**config.mk**
```make
export PLATFORM = sky130hd
export DESIGN_NAME = access_controller
export DESIGN_NICKNAME = d
export VERILOG_FILES = /design/src/logic/mem_pkg.sv /design/src/logic/access_controller.sv
export SDC_FILE = /design/constraint.sdc
export NUM_CORES = 1
export LEC_CHECK = 0
export BUFFER_PORTS_ARGS = -buffer_cell sky130_fd_sc_hd__buf_2
export CAP_MARGIN = 10
export CORE_AREA = 4 4 41 43
export DETAILED_ROUTE_END_ITERATION = 10
export DIE_AREA = 0 0 45 47
export PLACE_DENSITY = 0.33
export SKIP_CTS_REPAIR_TIMING = 1
export SLEW_MARGIN = 20
export SYNTH_ARGS = -nofsm -noshare
export SYNTH_HDL_FRONTEND = slang
export SYNTH_SLANG_ARGS = --single-unit
```
**constraint.sdc**
```tcl
create_clock -name clk -period 1.29 [get_ports clk]
set_input_delay 0.1935 -clock clk [delete_from_list [all_inputs] [get_ports clk]]
set_output_delay 0.1935 -clock clk [all_outputs]
set_load 0.03 [all_outputs]
```
**src/logic/mem_pkg.sv**
```systemverilog
`default_nettype none

package mem_pkg;

  // Address map geometry
  localparam int unsigned ADDR_W = 15;
  localparam int unsigned ROW_W = 10;
  localparam int unsigned COL_W = 5;
  localparam int unsigned ROWS = 1024;
  localparam int unsigned ROW_BYTES = 32;
  localparam int unsigned ROW_BITS = ROW_BYTES * 8;
  localparam int unsigned BUS_BITS = ROW_BITS / 2;

  // Array latency and the timer that measures it
  localparam int unsigned ACCESS_CYCLES = 4;
  localparam int unsigned TIMER_W = 3;

  typedef logic [ADDR_W-1:0] mem_addr_t;
  typedef logic [ROW_W-1:0] row_addr_t;
  typedef logic [COL_W-1:0] col_addr_t;
  typedef logic [ROW_BITS-1:0] row_data_t;
  typedef logic [BUS_BITS-1:0] bus_data_t;
  typedef logic [ROW_BYTES-1:0] byte_mask_t;
  typedef logic [2:0] wsize_t;
  typedef logic [TIMER_W-1:0] timer_count_t;

  // Start value of the countdown to expiry at zero
  localparam timer_count_t TIMER_LOAD = timer_count_t'(ACCESS_CYCLES - 1);

  typedef enum logic [1:0] {
    st_idle,
    st_access,
    st_finish
  } ctrl_state_t;

endpackage

`default_nettype wire

```
**src/logic/access_controller.sv**
```systemverilog
`default_nettype none

module access_controller (
  input  logic clk,
  input  logic rst_n,
  input  logic en,
  input  logic wr,
  input  logic expired,
  output logic start_count,
  output logic array_we,
  output logic array_re,
  output logic load_row,
  output logic latch_req,
  output logic busy,
  output logic done
);

  mem_pkg::ctrl_state_t state;
  mem_pkg::ctrl_state_t state_next;
  logic wr_q;
  logic issued;

  // Only an idle controller takes a request
  assign latch_req = en && (state == mem_pkg::st_idle);
  assign busy = (state != mem_pkg::st_idle);
  assign done = (state == mem_pkg::st_finish);

  // One array strobe per request when the timer runs out
  assign array_we = (state == mem_pkg::st_access) && expired && wr_q;
  assign array_re = (state == mem_pkg::st_access) && expired && !wr_q;
  assign load_row = array_re;

  always_comb
  begin
    state_next = state;
    case (state)
      mem_pkg::st_idle:
      begin
        if (latch_req)
          state_next = mem_pkg::st_access;
      end
      mem_pkg::st_access:
      begin
        // Wait one cycle after the strobe for the array row
        if (issued)
          state_next = mem_pkg::st_finish;
      end
      mem_pkg::st_finish:
      begin
        state_next = mem_pkg::st_idle;
      end
      default:
      begin
        state_next = mem_pkg::st_idle;
      end
    endcase
  end

  always_ff @(posedge clk)
  begin
    if (!rst_n)
    begin
      state <= mem_pkg::st_idle;
      start_count <= 1'b0;
      issued <= 1'b0;
      wr_q <= 1'b0;
    end
    else
    begin
      state <= state_next;
      start_count <= latch_req;
      issued <= array_we || array_re;
      if (latch_req)
        wr_q <= wr;
    end
  end

endmodule

`default_nettype wire

```
==> metrics.yaml <==
place:
  gp_congestion: 0.574
  dp_slack_ns: 0.233
  place_area_sq_um: 307
  dp_hpwl_microns: 351
  port_buffers: 11
global_routing:
  grt_pass1_wl_microns: 786
  grt.total_usage: 0.0577
  grt_pass1_vias: 195
  grt_antenna_before_repair: 0
  overflow: 0
  grt_max_degree: 10
final_layout:
  synthToLayoutAreaGrowth_pct: 57.9
  layout.nets: 40
  antenna_cells: 0
  fillerInstances: 154
  fin_area_sq_um: 352
  layout-drive-gt1-share: 0.676
  finish.utilization: 0.270
synth:
  synth-edff-count: 0
  synth_top_area_share: 0.449
  synth_seq_area_share: 0.449
  ys_top_cells_by_count: "dfxtp_1 (5), and4b_2 (3), nand2_1 (2)"
  syn_inst: 20
  synth.distinct_cells: 13
  yosys.area.top_type: "dfxtp_1"
  synthesis.nets: 25
  yosysMostFrequentCell: "dfxtp_1"
  ys_ff_latch: 5
  synth.cell_area_sq_um: 223
  avgSynthCellArea_sq_um: 11.1
  yosys_warnings: 0
  async_flop_share: 0
  synth.area.top_cells: "dfxtp_1 (45%), and4b_2 (15%), a2111oi_2 (6.7%), nor3b_2 (5.6%), mux2i_1 (4.5%)"
  synth_ff_type: "dfxtp_1"
critical_path:
  worstPathMaxFanout: 8
  path_class: "reg2out"
  rrSetupSlack_ns: 0.40
  crit_arrival_ns: 1.09
  rr_startpoint: "state[1]"
  worstRegToRegCells: 2
  end_kind: "primary output"
  crit_path_cell_trace: "nor4bb_4 > buf_4"
  cp_top_family: "flip-flops"
  critPathLaunchType: "flop"
  cpMaxStageDelayCell: "dfxtp_4"
  worstPathRequired_ns: 1.10
  max_stage_delay_ns: 0.37
  timing.rr.end: "wr_q"
  critPathBufInv: 1
floorplanning:
  die_w_microns: 45
  die_area_sq_mm: 0.00212
  num_rows: 13
  dieHeight_microns: 47
  initial_core_util: 0.171
  coreArea_sq_mm: 0.00130
  ios: 12
hold_path:
  hold_path.startpoint: "wr"
  min_path_type: "in2reg"
  hold_end: "wr_q"
  whs_path_depth: 3
detailed_routing:
  met3WireLength_microns: 45
  route.detailed.drc: 0
  wirelength_microns: 494
  routed-wl-met2_microns: 201
  drt_iter0_markers: 1
  via_per_inst: 3.90
  antenna_left: 0
  wl_met1_microns: 234
  wire_per_inst_microns: 10.1
  vias: 191
  dr.pass1.iters: 2
  route.top_layer_used: "met4"
timing:
  fin_crit_sh: 0.995
  tightest_slew_ns: 0.245
  rsz0062_at_grt: "true"
  holdWs_ns: 0.200
  setup_violations: 0
  setup_ws_ns: 0.00601
  fin_worst_skew_ns: 0.00136
  max_freq_mhz: 779
  drv_slew: 0
  slew_headroom: 0.837
  fin_setup_tns_ns: 0
  min_period_ns: 1.28
  hold_violations: 0
clock_network:
  clock_latency_ns: 0.24
  cts_root_buf: "clkbuf_4"
  cts_tree: "yes"
  numCtsBuffers: 3
  htree_levels: 1
  clock_sinks: 5
  clkTransAtPathRegs_ns: 0.05
  cts_max_path_buffers: 2
job:
  drv_cap: 0
run_status:
  outcome: "complete, no violations"
power_and_ir_drop:
  power.density_mw_per_mm2: 1220
  power_leakage_nw: 0.165
  ir_drop_mv: 0.400
## state kept, by name (all words and copies together), names as in the netlist
signal	count
wr_q	1
issued	1
start_count	1
state	2
## tightest hold or removal path, cell delays in order
cell and delay [ns]:
buf_2 0.09, nand2_1 0.04, mux2i_1 0.06
## through the flow
| step | total power [mW] | cells |
|---|---|---|
| 2_1_floorplan | 0.224 | 20 |
| 3_3_place_gp | 0.244 | 45 |
| 3_5_place_dp | 0.243 | 45 |
| 4_1_cts | 0.433 | 49 |
| 5_1_grt | 0.453 | 49 |
| 6_report | 0.429 | 49 |
## per-layer routing
metal	vias to the layer above	GRT usage
met1	80	0.0661
met5	-	0
met4	0	0.0702
li1	99	-
met3	2	0.0383
met2	10	0.0621
## logic make-up (layout without fill, tap and decap cells)
family / after synthesis / count (layout) / synth area share
buffers and inverters: 2 / 16 / 0.0506
flip-flops: 5 / 5 / 0.449
AND/OR/NAND/NOR: 11 / 11 / 0.388
multiplexers: 1 / 1 / 0.0449
AO/OA/AOI/OAI: 1 / 1 / 0.0674
## cells in the final DEF (no fill, tap or decap)
cell	count
inv_1	1
mux2i_1	1
clkbuf_1	1
buf_2	7
dfxtp_4	2
buf_6	1
nor2_1	1
buf_4	3
nor4bb_4	1
dfxtp_1	3
and4b_2	3
clkbuf_4	3
nand2_1	2
nor2b_1	1
and2_1	1
nor3b_2	1
a2111oi_2	1
or2_2	1
## where the power goes
group | switching, mW | internal, mW
combinational | 0.0385 | 0.0349
clock | 0.0675 | 0.117
sequential | 0.0104 | 0.161
total | 0.116 | 0.313
## worst max path at each step
stage,start,end,cells after the start
finish,state[1],array_re,2
CTS,state[1],array_re,2
detailed placement,state[1],array_re,2
floorplan,state[1],load_row,2
global route,wr_q,array_re,2
global placement,state[0],array_re,2
## area by class of cell
cell class / count / area, sq um / area share
multi-input combinational: 13 / 126 / 0.359
sequential: 5 / 108 / 0.306
timing repair buffer: 11 / 68.8 / 0.196
clock buffer: 4 / 26.3 / 0.0747
tap: 15 / 18.8 / 0.0534
inverter: 1 / 3.75 / 0.0107
Power figures use the tool's default switching activity.
