<file path="src/logic/mem_pkg.sv">
`default_nettype none

package mem_pkg;

  // Address map geometry
  localparam int unsigned ADDR_W = 15;
  localparam int unsigned ROW_W = 10;
  localparam int unsigned COL_W = 5;
  localparam int unsigned ROWS = 1024;
  localparam int unsigned ROW_BYTES = 32;
  localparam int unsigned ROW_BITS = ROW_BYTES * 8;
  localparam int unsigned BUS_BITS = ROW_BITS / 2;

  // Array latency and the timer that measures it
  localparam int unsigned ACCESS_CYCLES = 4;
  localparam int unsigned TIMER_W = 3;

  typedef logic [ADDR_W-1:0] mem_addr_t;
  typedef logic [ROW_W-1:0] row_addr_t;
  typedef logic [COL_W-1:0] col_addr_t;
  typedef logic [ROW_BITS-1:0] row_data_t;
  typedef logic [BUS_BITS-1:0] bus_data_t;
  typedef logic [ROW_BYTES-1:0] byte_mask_t;
  typedef logic [2:0] wsize_t;
  typedef logic [TIMER_W-1:0] timer_count_t;

  // Start value of the countdown to expiry at zero
  localparam timer_count_t TIMER_LOAD = timer_count_t'(ACCESS_CYCLES - 1);

  typedef enum logic [1:0] {
    st_idle,
    st_access,
    st_finish
  } ctrl_state_t;

endpackage

`default_nettype wire

</file>
<file path="src/logic/row_buffer.sv">
`default_nettype none

module row_buffer (
  input  logic                clk,
  input  logic                rst_n,
  input  logic                latch_req,
  input  logic                load_row,
  input  logic                wr,
  input  mem_pkg::mem_addr_t  addr,
  input  mem_pkg::wsize_t     write_size,
  input  mem_pkg::bus_data_t  bus_in,
  input  mem_pkg::row_data_t  rd_row,
  output mem_pkg::mem_addr_t  req_addr,
  output mem_pkg::wsize_t     req_size,
  output mem_pkg::row_data_t  wr_row,
  output mem_pkg::bus_data_t  bus_out
);

  mem_pkg::row_data_t shifted;
  logic req_wr;
  logic load_q;

  // Byte column times eight gives the bit offset
  assign shifted = mem_pkg::row_data_t'(bus_in) << {addr[4:0], 3'b000};

  // Request payload and the aligned row image
  always_ff @(posedge clk)
  begin
    if (latch_req)
    begin
      req_addr <= addr;
      req_size <= write_size;
      if (write_size == '0)
      begin
        if (addr[4])
          wr_row <= {bus_in, {mem_pkg::BUS_BITS{1'b0}}};
        else
          wr_row <= {{mem_pkg::BUS_BITS{1'b0}}, bus_in};
      end
      else
      begin
        wr_row <= shifted;
      end
    end
  end

  always_ff @(posedge clk)
  begin
    if (!rst_n)
    begin
      req_wr <= 1'b0;
      load_q <= 1'b0;
      bus_out <= '0;
    end
    else
    begin
      if (latch_req)
        req_wr <= wr;
      // rd_row is valid one cycle after the read strobe
      load_q <= load_row;
      if (load_q && !req_wr)
      begin
        if (req_addr[4])
          bus_out <= rd_row[mem_pkg::ROW_BITS-1:mem_pkg::BUS_BITS];
        else
          bus_out <= rd_row[mem_pkg::BUS_BITS-1:0];
      end
    end
  end

endmodule

`default_nettype wire

</file>
<file path="config.mk">
export PLATFORM = sky130hd
export DESIGN_NAME = row_buffer
export DESIGN_NICKNAME = d
export VERILOG_FILES = /design/src/logic/mem_pkg.sv /design/src/logic/row_buffer.sv
export SDC_FILE = /design/constraint.sdc
export NUM_CORES = 1
export LEC_CHECK = 0
export ABC_AREA = 1
export BUFFER_PORTS_ARGS = -buffer_cell sky130_fd_sc_hd__buf_2
export CAP_MARGIN = 20
export CORE_AREA = 2 2 316 318
export CTS_CLUSTER_DIAMETER = 60
export DETAILED_ROUTE_END_ITERATION = 6
export DIE_AREA = 0 0 318 320
export HOLD_SLACK_MARGIN = 0.03
export PLACE_DENSITY = 0.53
export SETUP_SLACK_MARGIN = 0.2
export SYNTH_ARGS = -nofsm -noshare
export SYNTH_HDL_FRONTEND = slang
export SYNTH_SLANG_ARGS = --single-unit
</file>
<file path="constraint.sdc">
create_clock -name clk -period 2.7 [get_ports clk]
set_input_delay 0.27 -clock clk [delete_from_list [all_inputs] [get_ports clk]]
set_output_delay 0.27 -clock clk [all_outputs]
set_load 0.05 [all_outputs]
</file>
==> impl_metrics.py <==
metrics = {
    "power_and_ir_drop": {
        "switching_share_pct": 38.02,
        "combPwrFrac_pct": 28.8,
        "p_int_uw": 13820,
        "power_switching_uw": 8478,
        "clkPwrFrac_pct": 37.4,
        "finalPower_uw": 22300,
        "power_density_nw_per_um2": 646.9,
        "p_seq_share_pct": 33.8,
        "p_leak_uw": 0.01606,
        "max-vdd-ir-drop_uv": 537.8,
    },
    "route": {
        "routed_wl_um": 144500,
        "routed_via_density": 5.206,
        "initialDrtViolationCount": 3523,
        "drc": 2,
        "num_vias": 29290,
        "post_drt_wl_per_cell_um": 25.69,
        "drtAntennaViolNets": 0,
        "drt-pass1-iter-count": 7,
    },
    "clock_network": {
        "cts_tree": "built",
        "clkLatencyLatePin_ns": 0.66,
        "clockBufferDepth": 3,
        "cts_buffers": 60,
        "clk_pin_slew_ns": 0.06,
        "clock-sinks": 404,
        "cts.repair.resized": 0,
        "htreeDepth": 2,
        "root_buffer": "clkbuf_16",
    },
    "sta": {
        "min_period_ns": 2.300,
        "tns_ns": 0,
        "slew_headroom_pct": 48.97,
        "drv_slew": 0,
        "final.setup.worst_slack_ns": 0.3999,
        "skew_ns": 0.02761,
        "final.period_utilization_pct": 85.19,
        "max_freq_ghz": 0.4348,
        "tightest_slew_ns": 0.7626,
        "rsz0062_at_grt": "false",
        "hold_violations": 0,
        "setup_violations": 0,
    },
    "placement": {
        "gp_congestion": 0.9899,
        "dp_slack_ns": 0.3175,
        "io_buffers": 808,
        "place_hpwl_um": 108900,
        "dpl-instance-area_um2": 29300,
    },
    "yosys": {
        "synth-main-ff-cell": "edfxtp_1",
        "synth_area_leaders": "edfxtp_1, nand2_1, nand3_1, dfxtp_1, o21ai_0",
        "synthCells": 3252,
        "synth_top_area_share_pct": 35.00,
        "netlist_area_um2": 23510,
        "synth_edf_count": 274,
        "synth_common_cells": "nand2_1, nand3_1, edfxtp_1",
        "syn_nets": 3659,
        "synth-seq-cells": 404,
        "synth.most_common_cell": "nand2_1",
        "avgSynthCellArea_um2": 7.228,
        "yosysWarnings": 0,
        "yosys.area.top_type": "edfxtp_1",
        "ys_seq_area_share_pct": 46.08,
        "ys_async_sr_fraction_pct": 0,
        "synth.distinct_cells": 30,
    },
    "min_path": {
        "hold_path.class": "input pin to register",
        "min-delay-start": "latch_req",
    },
    "worst_setup_path": {
        "reg2reg_from": "req_addr[4]",
        "crit_type": "input pin to register",
        "cp_max_fo": 24,
        "worstPathRequired_ns": 3.18,
        "critPathCaptureType": "register",
        "start_kind": "input pin",
        "crit_path_start": "addr[2]",
        "cp.arrival_ns": 2.78,
    },
    "grt": {
        "grt_usage_pct": 27.18,
        "grt_pass1_wl_um": 202500,
        "grt_max_degree": 130,
        "grt-ovfl-total": 0,
        "grt_pass1_vias": 27380,
        "antenna_found_initial": 31,
    },
    "floorplan": {
        "core-area_um2": 97990,
        "start_util_pct": 23.99,
        "die-area_um2": 101800,
        "rows": 115,
        "num_io_pins": 809,
        "die_y_um": 320,
        "dieWidth_um": 318,
    },
    "cells_and_area": {
        "fin_area_um2": 34470,
        "nets": 4680,
        "drive_gt1_share_pct": 24.38,
        "syn2layout_area_growth_pct": 46.64,
    },
    "outcome": {
        "violations": "design-rule violations",
        "outcome": "complete, but fails checks",
    },
    "job": {
        "maxCapViolCount": 0,
    },
}
[worst paths after layout]
check / slack, ns / end / depth (start not counted)
setup / recovery: 0.40 / wr_row[140] / 9
hold / removal: 0.05 / wr_row[75] / 1
setup reg to reg: 0.41 / bus_out[2] / 5
hold reg to reg: 0.60 / req_wr / 2
[cells in the final DEF, fill, tap and decap left out, types with 28 or more instances in the layout]
master,n
nand2_1,1224
buf_2,803
nand3_1,624
dlygate4sd3_1,303
edfxtp_1,274
o21ai_0,230
dfxtp_1,130
a31oi_1,128
nor2_1,96
a21oi_1,94
buf_4,92
inv_1,68
clkbuf_16,61
a22oi_1,32
buf_12,28
[area by class of cell]
type / instances / area [um2]
fillers: 10400 / 63520
flip-flops and latches: 404 / 10830
clock buffers: 69 / 1597
multi-input cells: 2502 / 11260
inverters: 77 / 297.8
clock inverters: 43 / 498.0
well taps: 1287 / 1610
diodes: 16 / 40.04
repair buffers: 1228 / 8332
[registers in the layout, indices dropped and copies added (netlist names)]
signal,count
req_addr,15
req_size,3
bus_out,128
wr_row,256
req_wr,1
load_q,1
[layer usage]
| layer | GRT usage, % | routed length, um | up-vias | share of wire [%] |
|---|---|---|---|---|
| li1 | - | - | 13250 | - |
| met1 | 33.83 | 55880 | 13930 | 39 |
| met2 | 44.05 | 67240 | 1781 | 47 |
| met3 | 7.105 | 14250 | 311 | 9.9 |
| met4 | 12.30 | 6987 | 26 | 4.8 |
| met5 | 0 | 155 | - | 0.11 |
[critical path, cell delays in order]
cell           delay (ns)
dlygate4sd3_1        0.54
buf_4                0.16
clkinv_2             0.36
buf_4                0.36
o21ai_0              0.55
nand2_1              0.10
nand2_1              0.24
nand2_1              0.09
o21ai_0              0.09
[timing repair]
action                    in CTS  in global routing
buffers inserted               0                  0
hold buffers                 303                  0
hold endpoints to repair     190                  0
[cell families (layout without fill, tap and decap cells)]
| family | Yosys count | in the layout | share of synthesized area [%] |
|---|---|---|---|
| AOI/OAI and AO/OA | 528 | 528 | 12.61 |
| other | 0 | 16 | 0 |
| DFF | 404 | 404 | 46.08 |
| and+or+nand+nor | 1974 | 1974 | 35.21 |
| buffers and inverters | 346 | 1417 | 6.100 |
[through the flow]
step                cells  hold WS (ns)  utilization, %
global route         5616       0.04104           35.15
CTS                  5610       0.03065           35.14
finish               5626       0.04619           35.18
detailed placement   5195        0.4483           29.90
floorplan            3252        0.3641               -
global placement     5195        0.4466           29.90
[power by group through the flow]
stage / registers [uW] / clock network [uW] / logic [uW]
6_report: 7530 / 8340 / 6430
5_1_grt: 7570 / 8750 / 6750
4_1_cts: 7540 / 8510 / 6350
3_5_place_dp: 7650 / 0 / 5940
3_3_place_gp: 7670 / 0 / 5960
2_1_floorplan: 9390 / 0 / 1790
(Power assumes the default switching activity.)
