--- src/logic/mem_pkg.sv ---
`default_nettype none

package mem_pkg;

  // Address map geometry
  localparam int unsigned ADDR_W = 15;
  localparam int unsigned ROW_W = 10;
  localparam int unsigned COL_W = 5;
  localparam int unsigned ROWS = 1024;
  localparam int unsigned ROW_BYTES = 32;
  localparam int unsigned ROW_BITS = ROW_BYTES * 8;
  localparam int unsigned BUS_BITS = ROW_BITS / 2;

  // Array latency and the timer that measures it
  localparam int unsigned ACCESS_CYCLES = 4;
  localparam int unsigned TIMER_W = 3;

  typedef logic [ADDR_W-1:0] mem_addr_t;
  typedef logic [ROW_W-1:0] row_addr_t;
  typedef logic [COL_W-1:0] col_addr_t;
  typedef logic [ROW_BITS-1:0] row_data_t;
  typedef logic [BUS_BITS-1:0] bus_data_t;
  typedef logic [ROW_BYTES-1:0] byte_mask_t;
  typedef logic [2:0] wsize_t;
  typedef logic [TIMER_W-1:0] timer_count_t;

  // Start value of the countdown to expiry at zero
  localparam timer_count_t TIMER_LOAD = timer_count_t'(ACCESS_CYCLES - 1);

  typedef enum logic [1:0] {
    st_idle,
    st_access,
    st_finish
  } ctrl_state_t;

endpackage

`default_nettype wire

--- src/logic/access_timer.sv ---
`default_nettype none

module access_timer (
  input  logic clk,
  input  logic rst_n,
  input  logic start_count,
  output logic expired
);

  mem_pkg::timer_count_t count;
  logic running;

  // High for the single cycle spent at zero
  assign expired = running && (count == '0);

  always_ff @(posedge clk)
  begin
    if (!rst_n)
    begin
      count <= '0;
      running <= 1'b0;
    end
    else if (start_count)
    begin
      // A start always reloads even in the middle of a count
      count <= mem_pkg::TIMER_LOAD;
      running <= 1'b1;
    end
    else if (running)
    begin
      if (count == '0)
        running <= 1'b0;
      else
        count <= count - 1'b1;
    end
  end

endmodule

`default_nettype wire

--- config.mk ---
export PLATFORM = sky130hd
export DESIGN_NAME = access_timer
export DESIGN_NICKNAME = d
export VERILOG_FILES = /design/src/logic/mem_pkg.sv /design/src/logic/access_timer.sv
export SDC_FILE = /design/constraint.sdc
export NUM_CORES = 1
export LEC_CHECK = 0
export BUFFER_PORTS_ARGS = -buffer_cell sky130_fd_sc_hd__buf_2
export CORE_AREA = 2 2 39 41
export CTS_CLUSTER_DIAMETER = 30
export DETAILED_ROUTE_END_ITERATION = 10
export DIE_AREA = 0 0 41 43
export GPL_TIMING_DRIVEN = 1
export PLACE_DENSITY_LB_ADDON = 0.3
export SYNTH_ARGS = -nofsm -noshare
export SYNTH_HDL_FRONTEND = slang
export SYNTH_SLANG_ARGS = --single-unit
--- constraint.sdc ---
create_clock -name clk -period 2 [get_ports clk]
set_input_delay 0.2 -clock clk [delete_from_list [all_inputs] [get_ports clk]]
set_output_delay 0.2 -clock clk [all_outputs]
set_load 0.02 [all_outputs]
==> reports/metrics.yaml, run 1 <==
synth:
  ys_top_cells_by_area: "dfxtp_1 (37%), ha_1 (11%), nor3b_1 (6.9%), nand2b_4 (6.3%), inv_1 (5.2%)"
  synth_common_cells: "dfxtp_1 (4), inv_1 (3), ha_1 (2), nor2_1 (2), nor3b_1 (2)"
  syn_inst: 22
  synth_ff_type: "dfxtp_1"
  ys_types: 14
  synth-seq-area-share_pct: 36.8
  yosysTopAreaCellShare_pct: 36.8
  async_reset_ff_share_pct: 0
  syn_avg_cell_area_sq_um: 9.90
  synth_edf_count: 0
  synth_most_common_cell: "dfxtp_1"
  syn_nets: 27
  yosysWarnings: 0
  synth_seq_cells: 4
  yosysTopAreaCell: "dfxtp_1"
  synth_area_sq_um: 218
flow_run:
  cap_violations: 0
cts:
  post_cts_resized: 0
  cts_hold_buffers: 0
  path_clk_slew_ns: 0.04
  insertion_delay_ns: 0.23
  cts_buffers: 3
  cts.sink_count: 4
  cts_buffer_depth: 2
  cts_tree: "built"
  postCtsSetupRepairBufs: 0
  root_buffer: "clkbuf_4"
  htreeDepth: 1
timing:
  fin_skew_ns: 0.000494
  slew_headroom_pct: 83.8
  finalSetupTns_ns: 0
  fin_crit_sh_pct: 68.1
  rsz0062_at_grt: "no"
  fmax_ghz: 0.734
  setup_viol_count_final: 0
  slew_viol_final: 0
  hold-worst-slack_ns: 0.220
  worstMarginPinSlew_ns: 0.240
  fin_crit_ns: 1.36
  finalHoldViolations: 0
setup_path:
  critPathRequiredTime_ns: 1.80
  crit_chain: "inv_1 -> ha_1 -> nand2b_4 -> nor2_1 -> buf_2"
  slowest_stage: "dfxtp_1"
  r2r-start: "count[0]$_SDFFE_PN0P_"
  setup.worst_path.start: "count[0]$_SDFFE_PN0P_"
  start_kind: "register"
  slowest_delay_ns: 0.30
  path_max_fanout: 5
  critical_path_class: "reg -> out"
  crit_arrival_ns: 1.16
  end_kind: "output pin"
global_route:
  grtUsageTotal_pct: 5.82
  grt_max_degree: 7
  grt-ovfl-total: 0
  grt_pass1_vias: 182
  grt_pass1_wl_um: 627
  antenna_found_initial: 0
final_layout:
  n_fill_cell: 149
  seq_area_sq_um: 80.1
  utilization_pct: 19.9
  fin_nets: 35
  multiInputGateArea_sq_um: 126
  areaGrowthSynthToFinish_pct: 26.4
  drive_gt1_share_pct: 28.6
  antenna_cells: 0
  fin_cells: 44
placement:
  hpwl_um: 284
  place.gp.congestion: 0.657
  io_buffer_count: 3
  placed_cells: 41
floorplanning:
  core_area_sq_mm: 0.00138
  die_y_um: 43
  fp-row-count: 14
  initial_core_util_pct: 15.7
  die_area_sq_mm: 0.00176
  pin_count: 4
  die_w_um: 41
pwr:
  p_int_uw: 171
  power.switching_uw: 53.0
  leakagePower_nw: 0.120
  power_frac_clock_pct: 42.9
  p_per_area_mw_per_mm2: 814
  pwr-share-comb_pct: 16.9
  p_seq_share_pct: 40.2
  swShare_pct: 23.6
  ir_drop_uv: 273
status:
  status: "complete, no violations"
route:
  drc: 0
  routed_wirelength_um: 376
  wl_per_cell_um: 8.55
  drt_iter0_markers: 1
  antenna_left: 0
  detail_route.vias_per_cell: 3.86
  vias: 170
  drtPass1Iterations: 2
worst_hold_path:
  holdCritPathClass: "in -> reg"
  min_from: "start_count"
[through the flow]
step                      power [mW]  area, sq um  setup WS [ns]
final                          0.224          275          0.638
after global routing           0.242          275          0.546
after CTS                      0.232          275          0.607
after detailed placement       0.130          253          0.744
after global placement         0.129          253          0.772
after floorplan                0.119          218          0.819
[placed cells by master, fill, tap and decap left out]
cell / n
nand4b_1: 1
mux2i_1: 1
a211oi_1: 1
clkbuf_4: 3
nor4b_1: 1
nor3b_1: 2
ha_1: 2
nand2b_4: 1
inv_1: 3
and2_4: 1
dfxtp_1: 4
buf_2: 3
o21a_1: 1
o311a_1: 1
nand2_1: 1
nor2_1: 2
[logic make-up (layout without fill, tap and decap cells)]
group	count (synthesis)	count (layout)	share of synthesized area [%]
flip-flops	4	4	36.8
multiplexers	1	1	4.60
buffers and inverters	3	9	5.17
AO/OA/AOI/OAI	3	3	11.5
adder cells (fa/ha/maj)	2	2	11.5
AND/OR/NAND/NOR	9	9	30.5
[per-layer routing]
metal	vias to the layer above	GRT usage (%)	wire length [um]	share of wire, %
li1	89	-	-	-
met1	80	5.47	159	42
met2	1	8.13	216	57
met3	0	1.57	0	0
met4	0	8.00	0	0
met5	-	0	0	0
[flip-flops by register name, summed over array words and instances (netlist names)]
register	cells
running	1
count	3
[path summary, 6_finish.rpt]
path | end | slack (ns) | cells after the start
setup / recovery | expired | 0.64 | 5
hold / removal | count[2]$_SDFFE_PP0P_ | 0.22 | 2
setup reg to reg | count[1]$_SDFFE_PN0P_ | 0.75 | 5
hold reg to reg | count[1]$_SDFFE_PN0P_ | 0.53 | 1
[layout make-up]
type / instances / share of cell area, %
Clock buffer: 3 / 8.18
Inverter: 3 / 4.09
Multi-Input combinational cell: 15 / 45.9
Sequential cell: 4 / 29.1
Tap cell: 16 / 7.27
Timing Repair Buffer: 3 / 5.45
[critical path: cells and delay by family (launching register included)]
kind          cells  cell delay [ns]
simple gates      2             0.16
flops             1             0.30
fa+ha+maj         1             0.22
buf+inv           2             0.25
[power groups by stage]
| stage | sequential, mW | clock (mW) | combinational (mW) |
|---|---|---|---|
| floorplan | 0.0903 | 0 | 0.0290 |
| global placement | 0.0913 | 0 | 0.0374 |
| detailed placement | 0.0911 | 0 | 0.0385 |
| CTS | 0.0899 | 0.103 | 0.0389 |
| global route | 0.0907 | 0.109 | 0.0424 |
| finish | 0.0900 | 0.0962 | 0.0379 |
Note: power is estimated with default switching activity, not from simulation.
==> inputs of run 2 (changes only) <==
==> constraint.sdc (replaced) <==
create_clock -name clk -period 1.4 [get_ports clk]
set_input_delay 0.14 -clock clk [delete_from_list [all_inputs] [get_ports clk]]
set_output_delay 0.14 -clock clk [all_outputs]
set_load 0.02 [all_outputs]
==> run 2 against run 1 <==
Effect of this change: cell count stayed put; routed wire length shrank 8.2%; die area stayed put; global-route usage fell by 0.39 points; clock skew barely moved; utilization increased by 1.1 points; setup slack got worse by 0.48 ns; highest routed layer is now met3.
==> reports/metrics.yaml, run 2 (synthesis results as in run 1) <==
status:
  status: "complete, no violations"
route:
  detail_route.vias_per_cell: 3.84  # -0.59%
  drc: 0  # unchanged
  vias: 169  # -0.59%
  drt_iter0_markers: 1  # unchanged
  antenna_left: 0  # unchanged
  drtPass1Iterations: 2  # unchanged
  wl_per_cell_um: 7.84  # -8.2%
  routed_wirelength_um: 345  # -8.2%
pwr:
  ir_drop_uv: 351  # +29%
  leakagePower_nw: 0.121  # +0.57%
  p_per_area_mw_per_mm2: 1120  # +38%
final_layout:
  final_area_sq_um: 290  # +5.5%
  largest_reg_flops: 3  # unchanged
  top_regs: "count (3), running (1)"
  top_register: "count"
  fin_nets: 35  # unchanged
  antenna_cells: 0  # unchanged
  final_cell_mix: "dfxtp_1 (4), inv_1 (3), clkbuf_4 (3)"
  areaGrowthSynthToFinish_pct: 33.3
  final_common_cell: "dfxtp_1"
  drive_gt1_share_pct: 32.1  # +3.6 points
global_route:
  grt-ovfl-total: 0  # unchanged
  top_usage_layer: "met1"
  met2_usage_pct: 6.88  # -1.2 points
  antenna_found_initial: 0  # unchanged
  grt_pass1_vias: 175  # -3.8%
  use_met1_pct: 7.47  # +2.0 points
  grtUsageTotal_pct: 5.44  # -0.39 points
  grt_max_degree: 7  # unchanged
  grt_util_met3_pct: 0  # -1.6 points
  grt_pass1_wl_um: 648  # +3.3%
timing:
  fin_crit_sh_pct: 89.0
  slew_headroom_pct: 82.0  # -1.8 points
  setup_viol_count_final: 0  # unchanged
  finalHoldViolations: 0  # unchanged
  finalSetupTns_ns: 0  # unchanged
  fmax_ghz: 0.802
  fin_crit_ns: 1.25
  rsz0062_at_grt: "no"
  worstMarginPinSlew_ns: 0.267  # +0.0263 ns
  fin_skew_ns: 0.000780  # +0.000286 ns
  slew_viol_final: 0  # unchanged
floorplanning:
  die_w_um: 41  # unchanged
  die_y_um: 43  # unchanged
  pin_count: 4  # unchanged
  die_area_sq_mm: 0.00176  # unchanged
  fp-row-count: 14  # unchanged
  core_area_sq_mm: 0.00138  # unchanged
  initial_core_util_pct: 15.7  # unchanged
setup_path:
  crit_family: "flip-flops"
  path_max_fanout: 5  # unchanged
  start_kind: "register"
  end_kind: "output pin"
  crit_chain: "inv_1 -> ha_4 -> nand2b_4 -> nor2_1 -> buf_4"
  slowest_stage: "dfxtp_1"
  crit_buf_inv: 2  # unchanged
  critical_path_class: "reg -> out"
  slowest_delay_ns: 0.30  # about the same
  crit_arrival_ns: 1.11  # -0.05 ns
  critPathRequiredTime_ns: 1.26  # -0.54 ns
placement:
  place_area_sq_um: 253  # unchanged
  io_buffer_count: 3  # unchanged
  place.gp.congestion: 0.685  # +4.2%
cts:
  cts_buffers: 3  # unchanged
  cts.sink_count: 4  # unchanged
  path_clk_slew_ns: 0.03  # about the same
  htreeDepth: 1  # unchanged
  cts_hold_buffers: 0  # unchanged
  cts_buffer_depth: 2  # unchanged
  root_buffer: "clkbuf_4"
  cts_tree: "built"
  insertion_delay_ns: 0.23  # about the same
worst_hold_path:
  holdCritPathClass: "in -> reg"
flow_run:
  cap_violations: 0  # unchanged
run 2: cell counts in the layout (fill, tap and decap cells not counted):
No cell type changed its count.
run 2: what timing repair did:
item | CTS | global route
endpoints found under the setup margin | 0 | 1
setup buffers | 0 | 0
gates resized for setup | 0 | 3
run 2: metrics by stage:
step / setup slack [ns] / power, mW / utilization [%] / cells / hold slack [ns]
after floorplan: 0.219 / 0.170 / - / 22 / 0.216
after global placement: 0.162 / 0.183 / 18.3 / 41 / 0.386
after detailed placement: 0.154 / 0.184 / 18.3 / 41 / 0.392
after CTS: 0.0809 / 0.324 / 19.9 / 44 / 0.149
after global routing: 0.0383 / 0.352 / 21.0 / 44 / 0.173
final: 0.154 / 0.325 / 21.0 / 44 / 0.155
run 2: per-layer routing:
metal,up-vias,wire [um]
met5,-,0
met1,78,155
met4,0,0
li1,90,-
met2,1,184
met3,0,5
run 2: where the power goes:
group          leakage [nW]  switching, mW  internal, mW  total [mW]
clock network        0.0138         0.0391        0.0953       0.134
registers            0.0333        0.00544         0.123       0.129
logic                0.0739         0.0307        0.0315      0.0622
total                 0.121         0.0752         0.250       0.325
run 2: path summary, 6_finish.rpt:
path | start | end | slack, ns | cells past startpoint
worst max-delay path | count[0]$_SDFFE_PN0P_ | expired | 0.15 | 5
worst min-delay path | start_count | count[2]$_SDFFE_PP0P_ | 0.16 | 2
worst max register to register | count[0]$_SDFFE_PN0P_ | count[1]$_SDFFE_PN0P_ | 0.20 | 5
worst min register to register | count[1]$_SDFFE_PN0P_ | count[1]$_SDFFE_PN0P_ | 0.51 | 1
run 2: area by class of cell:
cell class              instances  area [sq um]
inverters                       3          11.3
flip-flops and latches          4          80.1
well taps                      16          20.0
fillers                       155          1090
clock buffers                   3          22.5
repair buffers                  3          17.5
multi-input cells              15           139
