**config.mk**
```make
export PLATFORM = sky130hd
export DESIGN_NAME = write_mask_gen
export DESIGN_NICKNAME = d
export VERILOG_FILES = /design/src/logic/mem_pkg.sv /design/src/logic/write_mask_gen.sv
export SDC_FILE = /design/constraint.sdc
export NUM_CORES = 1
export LEC_CHECK = 0
export BUFFER_PORTS_ARGS = -buffer_cell sky130_fd_sc_hd__buf_2
export CAP_MARGIN = 20
export CORE_MARGIN = 5
export CORE_UTILIZATION = 35
export DETAILED_ROUTE_END_ITERATION = 10
export GPL_TIMING_DRIVEN = 0
export PLACE_DENSITY = 0.77
export RECOVER_POWER = 100
export SYNTH_ARGS = -nofsm -noshare
export SYNTH_HDL_FRONTEND = slang
export SYNTH_SLANG_ARGS = --single-unit
```
**constraint.sdc**
```tcl
create_clock -name vclk -period 1.01
set_clock_uncertainty 0.15 [all_clocks]
set_input_delay 0.0505 -clock vclk [all_inputs]
set_output_delay 0.0505 -clock vclk [all_outputs]
set_load 0.01 [all_outputs]
```
**src/logic/mem_pkg.sv**
```systemverilog
`default_nettype none

package mem_pkg;

  // Address map geometry
  localparam int unsigned ADDR_W = 15;
  localparam int unsigned ROW_W = 10;
  localparam int unsigned COL_W = 5;
  localparam int unsigned ROWS = 1024;
  localparam int unsigned ROW_BYTES = 32;
  localparam int unsigned ROW_BITS = ROW_BYTES * 8;
  localparam int unsigned BUS_BITS = ROW_BITS / 2;

  // Array latency and the timer that measures it
  localparam int unsigned ACCESS_CYCLES = 4;
  localparam int unsigned TIMER_W = 3;

  typedef logic [ADDR_W-1:0] mem_addr_t;
  typedef logic [ROW_W-1:0] row_addr_t;
  typedef logic [COL_W-1:0] col_addr_t;
  typedef logic [ROW_BITS-1:0] row_data_t;
  typedef logic [BUS_BITS-1:0] bus_data_t;
  typedef logic [ROW_BYTES-1:0] byte_mask_t;
  typedef logic [2:0] wsize_t;
  typedef logic [TIMER_W-1:0] timer_count_t;

  // Start value of the countdown to expiry at zero
  localparam timer_count_t TIMER_LOAD = timer_count_t'(ACCESS_CYCLES - 1);

  typedef enum logic [1:0] {
    st_idle,
    st_access,
    st_finish
  } ctrl_state_t;

endpackage

`default_nettype wire

```
**src/logic/write_mask_gen.sv**
```systemverilog
`default_nettype none

module write_mask_gen (
  input  mem_pkg::col_addr_t  col,
  input  mem_pkg::wsize_t     write_size,
  output mem_pkg::byte_mask_t mask
);

  logic [3:0] run;

  // Sizes above 4 behave as 4
  always_comb
  begin
    case (write_size)
      3'd1: run = 4'b0001;
      3'd2: run = 4'b0011;
      3'd3: run = 4'b0111;
      default: run = 4'b1111;
    endcase
  end

  always_comb
  begin
    if (write_size == '0)
    begin
      // Whole half row picked by the top column bit
      if (col[4])
        mask = {16'hffff, 16'h0000};
      else
        mask = {16'h0000, 16'hffff};
    end
    else
    begin
      // Bytes shifted past bit 31 fall off here
      mask = mem_pkg::byte_mask_t'({28'b0, run}) << col;
    end
  end

endmodule

`default_nettype wire

```
==> results of run 1 <==
worst paths after layout:
path	from	endpoint	slack, ps	cells past startpoint
max	col[0]	mask[25]	-380	7
min	col[2]	mask[4]	330	3
final cells by class:
type | count | area share (%)
Multi-Input combinational cell | 96 | 55.58
Timing Repair Buffer | 58 | 30.00
Buffer | 13 | 10.17
Tap cell | 27 | 2.250
Inverter | 6 | 2.000
stage by stage:
step	power [uW]	hold slack, ps	setup TNS [ps]	instance area, um^2
after global routing	787.2	341.6	-10790	1501
after detailed placement	487.5	340.8	-12090	1002
after global placement	474.6	323.9	-10960	1002
after CTS	612.6	361.2	-8182	1291
final	745.5	326.7	-9313	1501
after floorplan	343.6	118.2	-1901	783.3
per-layer routing:
metal	vias up	share of wire, %
met5	-	0
met1	554	37
met3	10	8.6
li1	534	-
met4	0	3.0
met2	68	52
power breakdown:
group	internal [uW]	switching, uW
Combinational	350	396
Sequential	0	0
Clock	0	0
Total	350	396
worst min-delay path, stage by stage:
cell and delay, ps:
buf_8 150, o41ai_2 90, buf_2 130
repair_timing:
action | 4_1_cts | 5_1_grt
resized for setup | 37 | 38
pin swaps | 24 | 17
setup buffers | 12 | 8
setup endpoints to repair | 32 | 32
gates cloned | 1 | 0
cell families after synthesis:
logic type	count (synthesis)
buffers and inverters	19
AND/OR/NAND/NOR	52
XOR/XNOR	1
AO/OA/AOI/OAI	43
cells in the final DEF, fill, tap and decap left out, types with 2 or more instances in the layout:
cell        netlist  final
a21oi_1           8      2
a21oi_2           0      3
a21oi_4           0      3
a22o_1            2      2
a31o_1            2      2
a31oi_2           0      2
buf_12            0      5
buf_2             2     30
buf_4             1     16
buf_6             5      8
buf_8             0      6
clkbuf_2          0      5
clkinvlp_4        0      2
inv_1             6      3
nand2_1           8      7
nand3_2           0      2
nor2_1           25     19
nor2_2            1      4
nor2_4            0      3
nor3_1            5      2
nor3_2            0      3
nor4b_4           1      2
o21ai_0           7      3
o21ai_1           2      4
o21ai_4           0      2
o22ai_2           0      3
o31ai_2           0      2
==> impl_metrics.yaml, run 1 <==
run_status:
  outcome: "finished, violations left"
  violations: "negative setup slack"
hold_path:
  hp-class: "in2out"
critical_path:
  crit_buf_inv: 3
  cp-start-kind: "input pin"
  cp.arrival_ps: 1190
  cp.required_ps: 810
  cp_slowest_stage_delay_ps: 320
  crit_chain: "buf_8, buf_6, nor4b_4, nor3_2, a211oi_2, nor2_2, buf_2"
  path_delay_family: "simple AND/OR/NAND/NOR gates"
  critPathMaxFanout: 7
  worst-setup-path-type: "in2out"
  worst_path_max_delay_cell: "nor4b_4"
  cp-end-kind: "primary output"
finish:
  final_util_pct: 77.32
  final_nets: 183
  final_cells: 200
  final.clkbuf_count: 0
  seq_cell_count: 0
  drive_above_1_share_pct: 69.94
  nFillCells: 124
  diodes: 0
  multi_input_area_um2: 834.6
  area_growth_pct: 112.8
  seq_area_um2: 0
routing:
  drc: 0
  wl_um: 3657
  post_drt_wl_per_cell_um: 18.29
  vias_per_cell: 5.830
  via_count: 1166
  drt_first_pass_iters: 4
  final_antenna_net_count: 0
  drtIter0Drc: 38
logic_synthesis:
  yosysMostFrequentCell: "nor2_1"
  syn-num-nets: 123
  synth_top_family_by_area: "compound AO/OA/AOI/OAI gates"
  yosysSeqAreaShare_pct: 0
  syn_area_per_cell_um2: 6.136
  ys_types: 41
  synth_area_leaders: "nor2_1 (13%), buf_6 (8.0%), a21oi_1 (5.7%)"
  muxShareOfSynthArea_pct: 0
  synth-compound-area-share_pct: 42.73
  synth_xor_area_share_pct: 1.241
  syn-cell-area_um2: 705.7
  synth_fa_ha_area_share_pct: 0
  ys_warn_count: 0
  netlist.area_leader.share_pct: 13.30
  syn_inst: 115
  yosys.area.top_type: "nor2_1"
  synth-simple-area-share_pct: 39.72
  synth_common_cells: "nor2_1 (25), a21oi_1 (8), nand2_1 (8)"
grt:
  grt.total_usage_pct: 20.34
  grt_pass1_wl_um: 4602
  grt-busiest-layer: "met2"
  first_global_vias: 1026
  antenna_found_initial: 0
  met2_usage_pct: 37.60
  globalRoute.totalOverflow: 0
  grtUsageMet1_pct: 24.72
  met3_usage_pct: 1.072
  grt_max_degree: 11
timing:
  slew_headroom_pct: 79.37
  drv_slew: 0
  fin_ws_ps: -384.6
  setup_viol: 32
  fin_crit_sh_pct: 138.1
  tightest_slew_ps: 308.3
  hold_viol_final: 0
  timing.fmax_ghz: 0.7171
  rsz0062_at_grt: "true"
  finalCriticalPeriod_ps: 1395
die:
  io_pins: 40
  die_x_um: 54.90
  core-area_um2: 1942
  start_util_pct: 36.34
  rows: 16
  die_y_um: 54.90
  die_area_um2: 3014
job:
  drv_cap: 0
place:
  io_buffers: 37
  gp_congestion: 0.8325
  dpl.cell_count: 179
  hpwl_um: 1974
  pre_cts_slack_ps: -517.0
power:
  power_leakage_uw: 0.0006725
  power.density_nw_per_um2: 496.5
  ir_worst_vdd_uv: 301.0
clocking:
  holdBufCountCts: 0
Power figures use the tool's default switching activity.
==> run 2, diff against run 1 <==
ABC_AREA = 1   (was default)
CORE_UTILIZATION = 39   (was 35)
PLACE_DENSITY = 0.9   (was 0.77)
==> impl_metrics.yaml, run 2 <==
finish:
  area_growth_pct: 94.05
  layout_commonest_cell: "buf_2"
  final_util_pct: 80.53
  final_nets: 174
  seq_area_um2: 0
  final.clkbuf_count: 0
  seq_cell_count: 0
  diodes: 0
  nFillCells: 96
  postLayoutCellArea_um2: 1061
  drive_above_1_share_pct: 68.29
  final_cells: 179
  final_cell_mix: "buf_2 (37), nand2_1 (19), a21oi_1 (14), a21oi_2 (14), nand2_2 (12)"
timing:
  rsz0062_at_grt: "true"
  drv_slew: 0
  finalCriticalPeriod_ps: 1405
  tightest_slew_ps: 278.6
  hold_viol_final: 0
  fin_crit_sh_pct: 139.1
  fin_ws_ps: -394.5
  timing.fmax_ghz: 0.7120
  setup_viol: 32
  slew_headroom_pct: 81.30
logic_synthesis:
  muxShareOfSynthArea_pct: 0
  synth_fa_ha_area_share_pct: 0
  ys_warn_count: 0
  netlist.area_leader.share_pct: 24.71
  yosys.area.top_type: "a21oi_1"
  syn_inst: 118
  synth-simple-area-share_pct: 48.51
  yosysSeqAreaShare_pct: 0
  synth_common_cells: "nand2_1 (31), a21oi_1 (27), nand3_1 (12)"
  synth_xor_area_share_pct: 0
  ys_types: 19
  syn_area_per_cell_um2: 4.634
  syn-cell-area_um2: 546.8
  synth_area_leaders: "a21oi_1 (25%), nand2_1 (21%), nand3_1 (11%)"
  syn-num-nets: 126
  synth_top_family_by_area: "simple AND/OR/NAND/NOR gates"
  yosysMostFrequentCell: "nand2_1"
  synth-compound-area-share_pct: 36.16
critical_path:
  cp-end-kind: "primary output"
  critPathMaxFanout: 4
  cp.arrival_ps: 1200
  cp.required_ps: 810
  cp-start-kind: "input pin"
  worst-setup-path-type: "in2out"
grt:
  antenna_found_initial: 0
  grt.total_usage_pct: 22.52
  grt_max_degree: 11
  grt_pass1_wl_um: 3822
  first_global_vias: 877
  globalRoute.totalOverflow: 0
run_status:
  violations: "negative setup slack"
  outcome: "finished, violations left"
routing:
  drc: 0
  vias_per_cell: 5.916
  wl_um: 2856
  final_antenna_net_count: 0
  post_drt_wl_per_cell_um: 15.96
  drtIter0Drc: 49
  drt_first_pass_iters: 4
  via_count: 1059
power:
  ir_worst_vdd_uv: 287.4
  power_leakage_uw: 0.0005392
  power.share.clock_pct: 0
  power.density_nw_per_um2: 496.9
  comb_power_share_pct: 100.0
  total_power_uw: 527.3
  seqPwrFrac_pct: 0
  swShare_pct: 61.71
  power.switching_uw: 325.4
  internal_power_uw: 201.9
hold_path:
  hp-start: "write_size[1]"
  whs_path_depth: 5
  worstHoldEndpoint: "mask[17]"
  hp-class: "in2out"
place:
  gp_congestion: 0.9087
  pre_cts_slack_ps: -395.7
  dpl.cell_count: 172
  dpl_cell_area_um2: 775.7
  hpwl_um: 1640
  io_buffers: 39
die:
  die_y_um: 47.45
  rows: 13
  start_util_pct: 41.50
  io_pins: 40
  die_area_um2: 2251
  core-area_um2: 1318
  die_x_um: 47.45
job:
  drv_cap: 0
## run 2: cell types whose count changed after synthesis, sizes merged, moves of 3 or more
cell / previous run / this run
nor3: 6 / 1
nor2: 26 / 14
nand2: 8 / 32
a21oi: 8 / 28
o22ai: 4 / 0
inv: 6 / 9
nand3: 2 / 12
## run 2: how the worst max path moves through the flow
stage | endpoint | start | depth (start not counted)
final | mask[2] | write_size[0] | 9
after global routing | mask[2] | write_size[0] | 9
after CTS | mask[26] | write_size[1] | 9
after detailed placement | mask[25] | col[4] | 6
after global placement | mask[25] | col[4] | 6
after floorplan | mask[10] | write_size[0] | 7
## run 2: cells by family (layout without fill, tap and decap cells)
group | Yosys count | in the layout
simple gates | 61 | 61
buf+inv | 20 | 66
compound gates | 37 | 37
## run 2: worst max-delay path, cell delays in order
cell	delay, ps
buf_8	110
nor2_4	160
nor2_1	70
nand2_1	120
nand2_2	90
a21oi_2	200
nand2_1	90
a21oi_1	150
buf_2	150
## run 2: what timing repair did
item,4_1_cts,5_1_grt
hold buffers,0,0
hold endpoints to repair,0,0
endpoints found under the setup margin,32,32
gates resized for setup,40,36
buffers inserted,2,5
pin swaps,25,11
## run 2: metrics by stage
| stage | hold slack (ps) | TNS (ps) |
|---|---|---|
| 3_3_place_gp | 391.1 | -9032 |
| 5_1_grt | 416.0 | -11220 |
| 6_report | 376.9 | -9390 |
| 3_5_place_dp | 401.3 | -10000 |
| 2_1_floorplan | 164.6 | -416.9 |
| 4_1_cts | 375.8 | -6859 |
## run 2: layout make-up
cell class	instances	area, um^2	share of cell area, %
multi-input combinational	98	639.4	60.26
timing repair buffer	46	274.0	25.83
buffer	10	78.83	7.429
inverter	10	50.05	4.717
tap	15	18.77	1.769
## run 2: power groups by stage
stage	combinational, uW	clock [uW]	sequential (uW)
finish	527	0	0
global placement	365	0	0
CTS	439	0	0
global route	562	0	0
floorplan	247	0	0
detailed placement	376	0	0
## run 2: layer usage
layer / track usage (%) / routed length, um
met1: 28.29 / 967
met2: 39.57 / 1394
met3: 1.128 / 362
met4: 9.392 / 131
met5: 0 / 0
==> run 3, diff against run 2 <==
MAX_ROUTING_LAYER = met4   (was default)
PLACE_DENSITY = default   (was 0.9)
PLACE_DENSITY_LB_ADDON = 0.1   (was default)
==> impl_metrics.yaml, run 3 (synthesis gave the netlist of run 2 again) <==
die:
  core-area_um2: 1318
  die_area_um2: 2251
  rows: 13
  start_util_pct: 41.50
  die_x_um: 47.45
  die_y_um: 47.45
  io_pins: 40
timing:
  fin_setup_tns_ps: -8285
  fin_ws_ps: -323.7
  tightest_slew_ps: 325.5
  fin_crit_sh_pct: 132.1
  drv_slew: 0
  timing.fmax_ghz: 0.7498
  hold_viol_final: 0
  finalCriticalPeriod_ps: 1334
  setup_viol: 32
  rsz0062_at_grt: "true"
  slew_headroom_pct: 78.16
  hold_ws_ps: 412.6
hold_path:
  hp-start: "write_size[2]"
  hp-class: "in2out"
power:
  internal_power_uw: 210.9
  power.share.clock_pct: 0
  comb_power_share_pct: 100.0
  power_leakage_uw: 0.0005540
  seqPwrFrac_pct: 0
  ir_worst_vdd_uv: 322.2
  power.switching_uw: 320.0
  total_power_uw: 530.9
  swShare_pct: 60.27
  power.density_nw_per_um2: 495.7
place:
  dpl_cell_area_um2: 775.7
  io_buffers: 39
  gp_congestion: 0.8810
  dpl.cell_count: 172
  hpwl_um: 1601
finish:
  final.clkbuf_count: 0
  drive_above_1_share_pct: 63.41
  postLayoutCellArea_um2: 1071
  seq_area_um2: 0
  final_cells: 179
  diodes: 0
  final_nets: 174
  layout_commonest_cell: "buf_2"
  area_growth_pct: 95.88
  final_cell_mix: "buf_2 (39), nand2_1 (21), a21oi_1 (14)"
  seq_cell_count: 0
routing:
  via_count: 1004
  drt_first_pass_iters: 4
  vias_per_cell: 5.609
  post_drt_wl_per_cell_um: 15.33
  wl_um: 2744
  final_antenna_net_count: 0
  drtIter0Drc: 47
  drc: 0
critical_path:
  critPathMostFrequentCell: "nand3_2"
  worst-setup-path-type: "in2out"
  worst_path_max_delay_cell: "a21oi_2"
  cp.arrival_ps: 1130
  crit_chain: "buf_12, nor2_4, nor2_1, nand2_1, nand2_2, nand3_2, nand3_2, a21oi_2, buf_2"
  critPathMaxFanout: 4
  startpoint: "write_size[0]"
  cp-start-kind: "input pin"
  cp-end-kind: "primary output"
  cp.required_ps: 810
  cp_slowest_stage_delay_ps: 160
grt:
  grt_pass1_wl_um: 3739
  grt_max_degree: 11
  globalRoute.totalOverflow: 0
  first_global_vias: 911
  antenna_found_initial: 0
  grt.total_usage_pct: 22.68
run_status:
  outcome: "finished, violations left"
  violations: "negative setup slack"
job:
  drv_cap: 0
==> run 3: changes by cell type in the layout (fill, tap and decap cells not counted), moves of 2 or more <==
cell / change
buf_12: +2
buf_2: +2
buf_4: -5
buf_6: +3
nand2_1: +2
nand2_2: -3
nand3_1: +2
nand3_2: -2
nor2_1: +2
nor2_2: -2
o21ai_1: +2
==> run 3: power groups by stage <==
| stage | clock network [uW] | logic [uW] | registers, uW |
|---|---|---|---|
| floorplan | 0 | 247 | 0 |
| global placement | 0 | 369 | 0 |
| detailed placement | 0 | 376 | 0 |
| CTS | 0 | 455 | 0 |
| global route | 0 | 574 | 0 |
| finish | 0 | 531 | 0 |
==> run 3: worst max-delay path, delay by kind of cell <==
kind                   cells  cell delay [ps]
buffers and inverters      2              250
AO/OA/AOI/OAI              1              160
AND/OR/NAND/NOR            6              660
==> run 3: area by class of cell <==
class	count	area, um^2
inverter	10	47.55
multi-input combinational	98	628.1
fill	90	246.5
tap	15	18.77
timing repair buffer	46	301.5
buffer	10	75.07
==> run 3: routing by layer <==
layer | up-vias | GRT usage (%) | share of wire, %
met5 | - | - | 0
met4 | 0 | 6.630 | 4.0
met3 | 13 | 1.880 | 7.3
met1 | 437 | 26.28 | 39
li1 | 491 | - | -
met2 | 63 | 40.91 | 50
==> run 3: path summary, 6_finish.rpt <==
kind                       end  slack, ps  cells after the start
worst max-delay path  mask[30]       -320                      9
worst min-delay path  mask[16]        410                      5
==> run 3: stage by stage <==
stage          setup slack [ps]  utilization [%]
2_1_floorplan            -32.91                -
3_3_place_gp             -388.5            58.88
3_5_place_dp             -406.4            58.88
4_1_cts                  -245.3            72.46
5_1_grt                  -414.5            81.29
6_report                 -323.7            81.29
==> run 3: timing repair <==
action / in CTS / in global routing
hold buffers: 0 / 0
resized for setup: 44 / 26
setup endpoints to repair: 32 / 32
pin swaps: 23 / 10
hold endpoints to repair: 0 / 0
setup buffers: 3 / 4
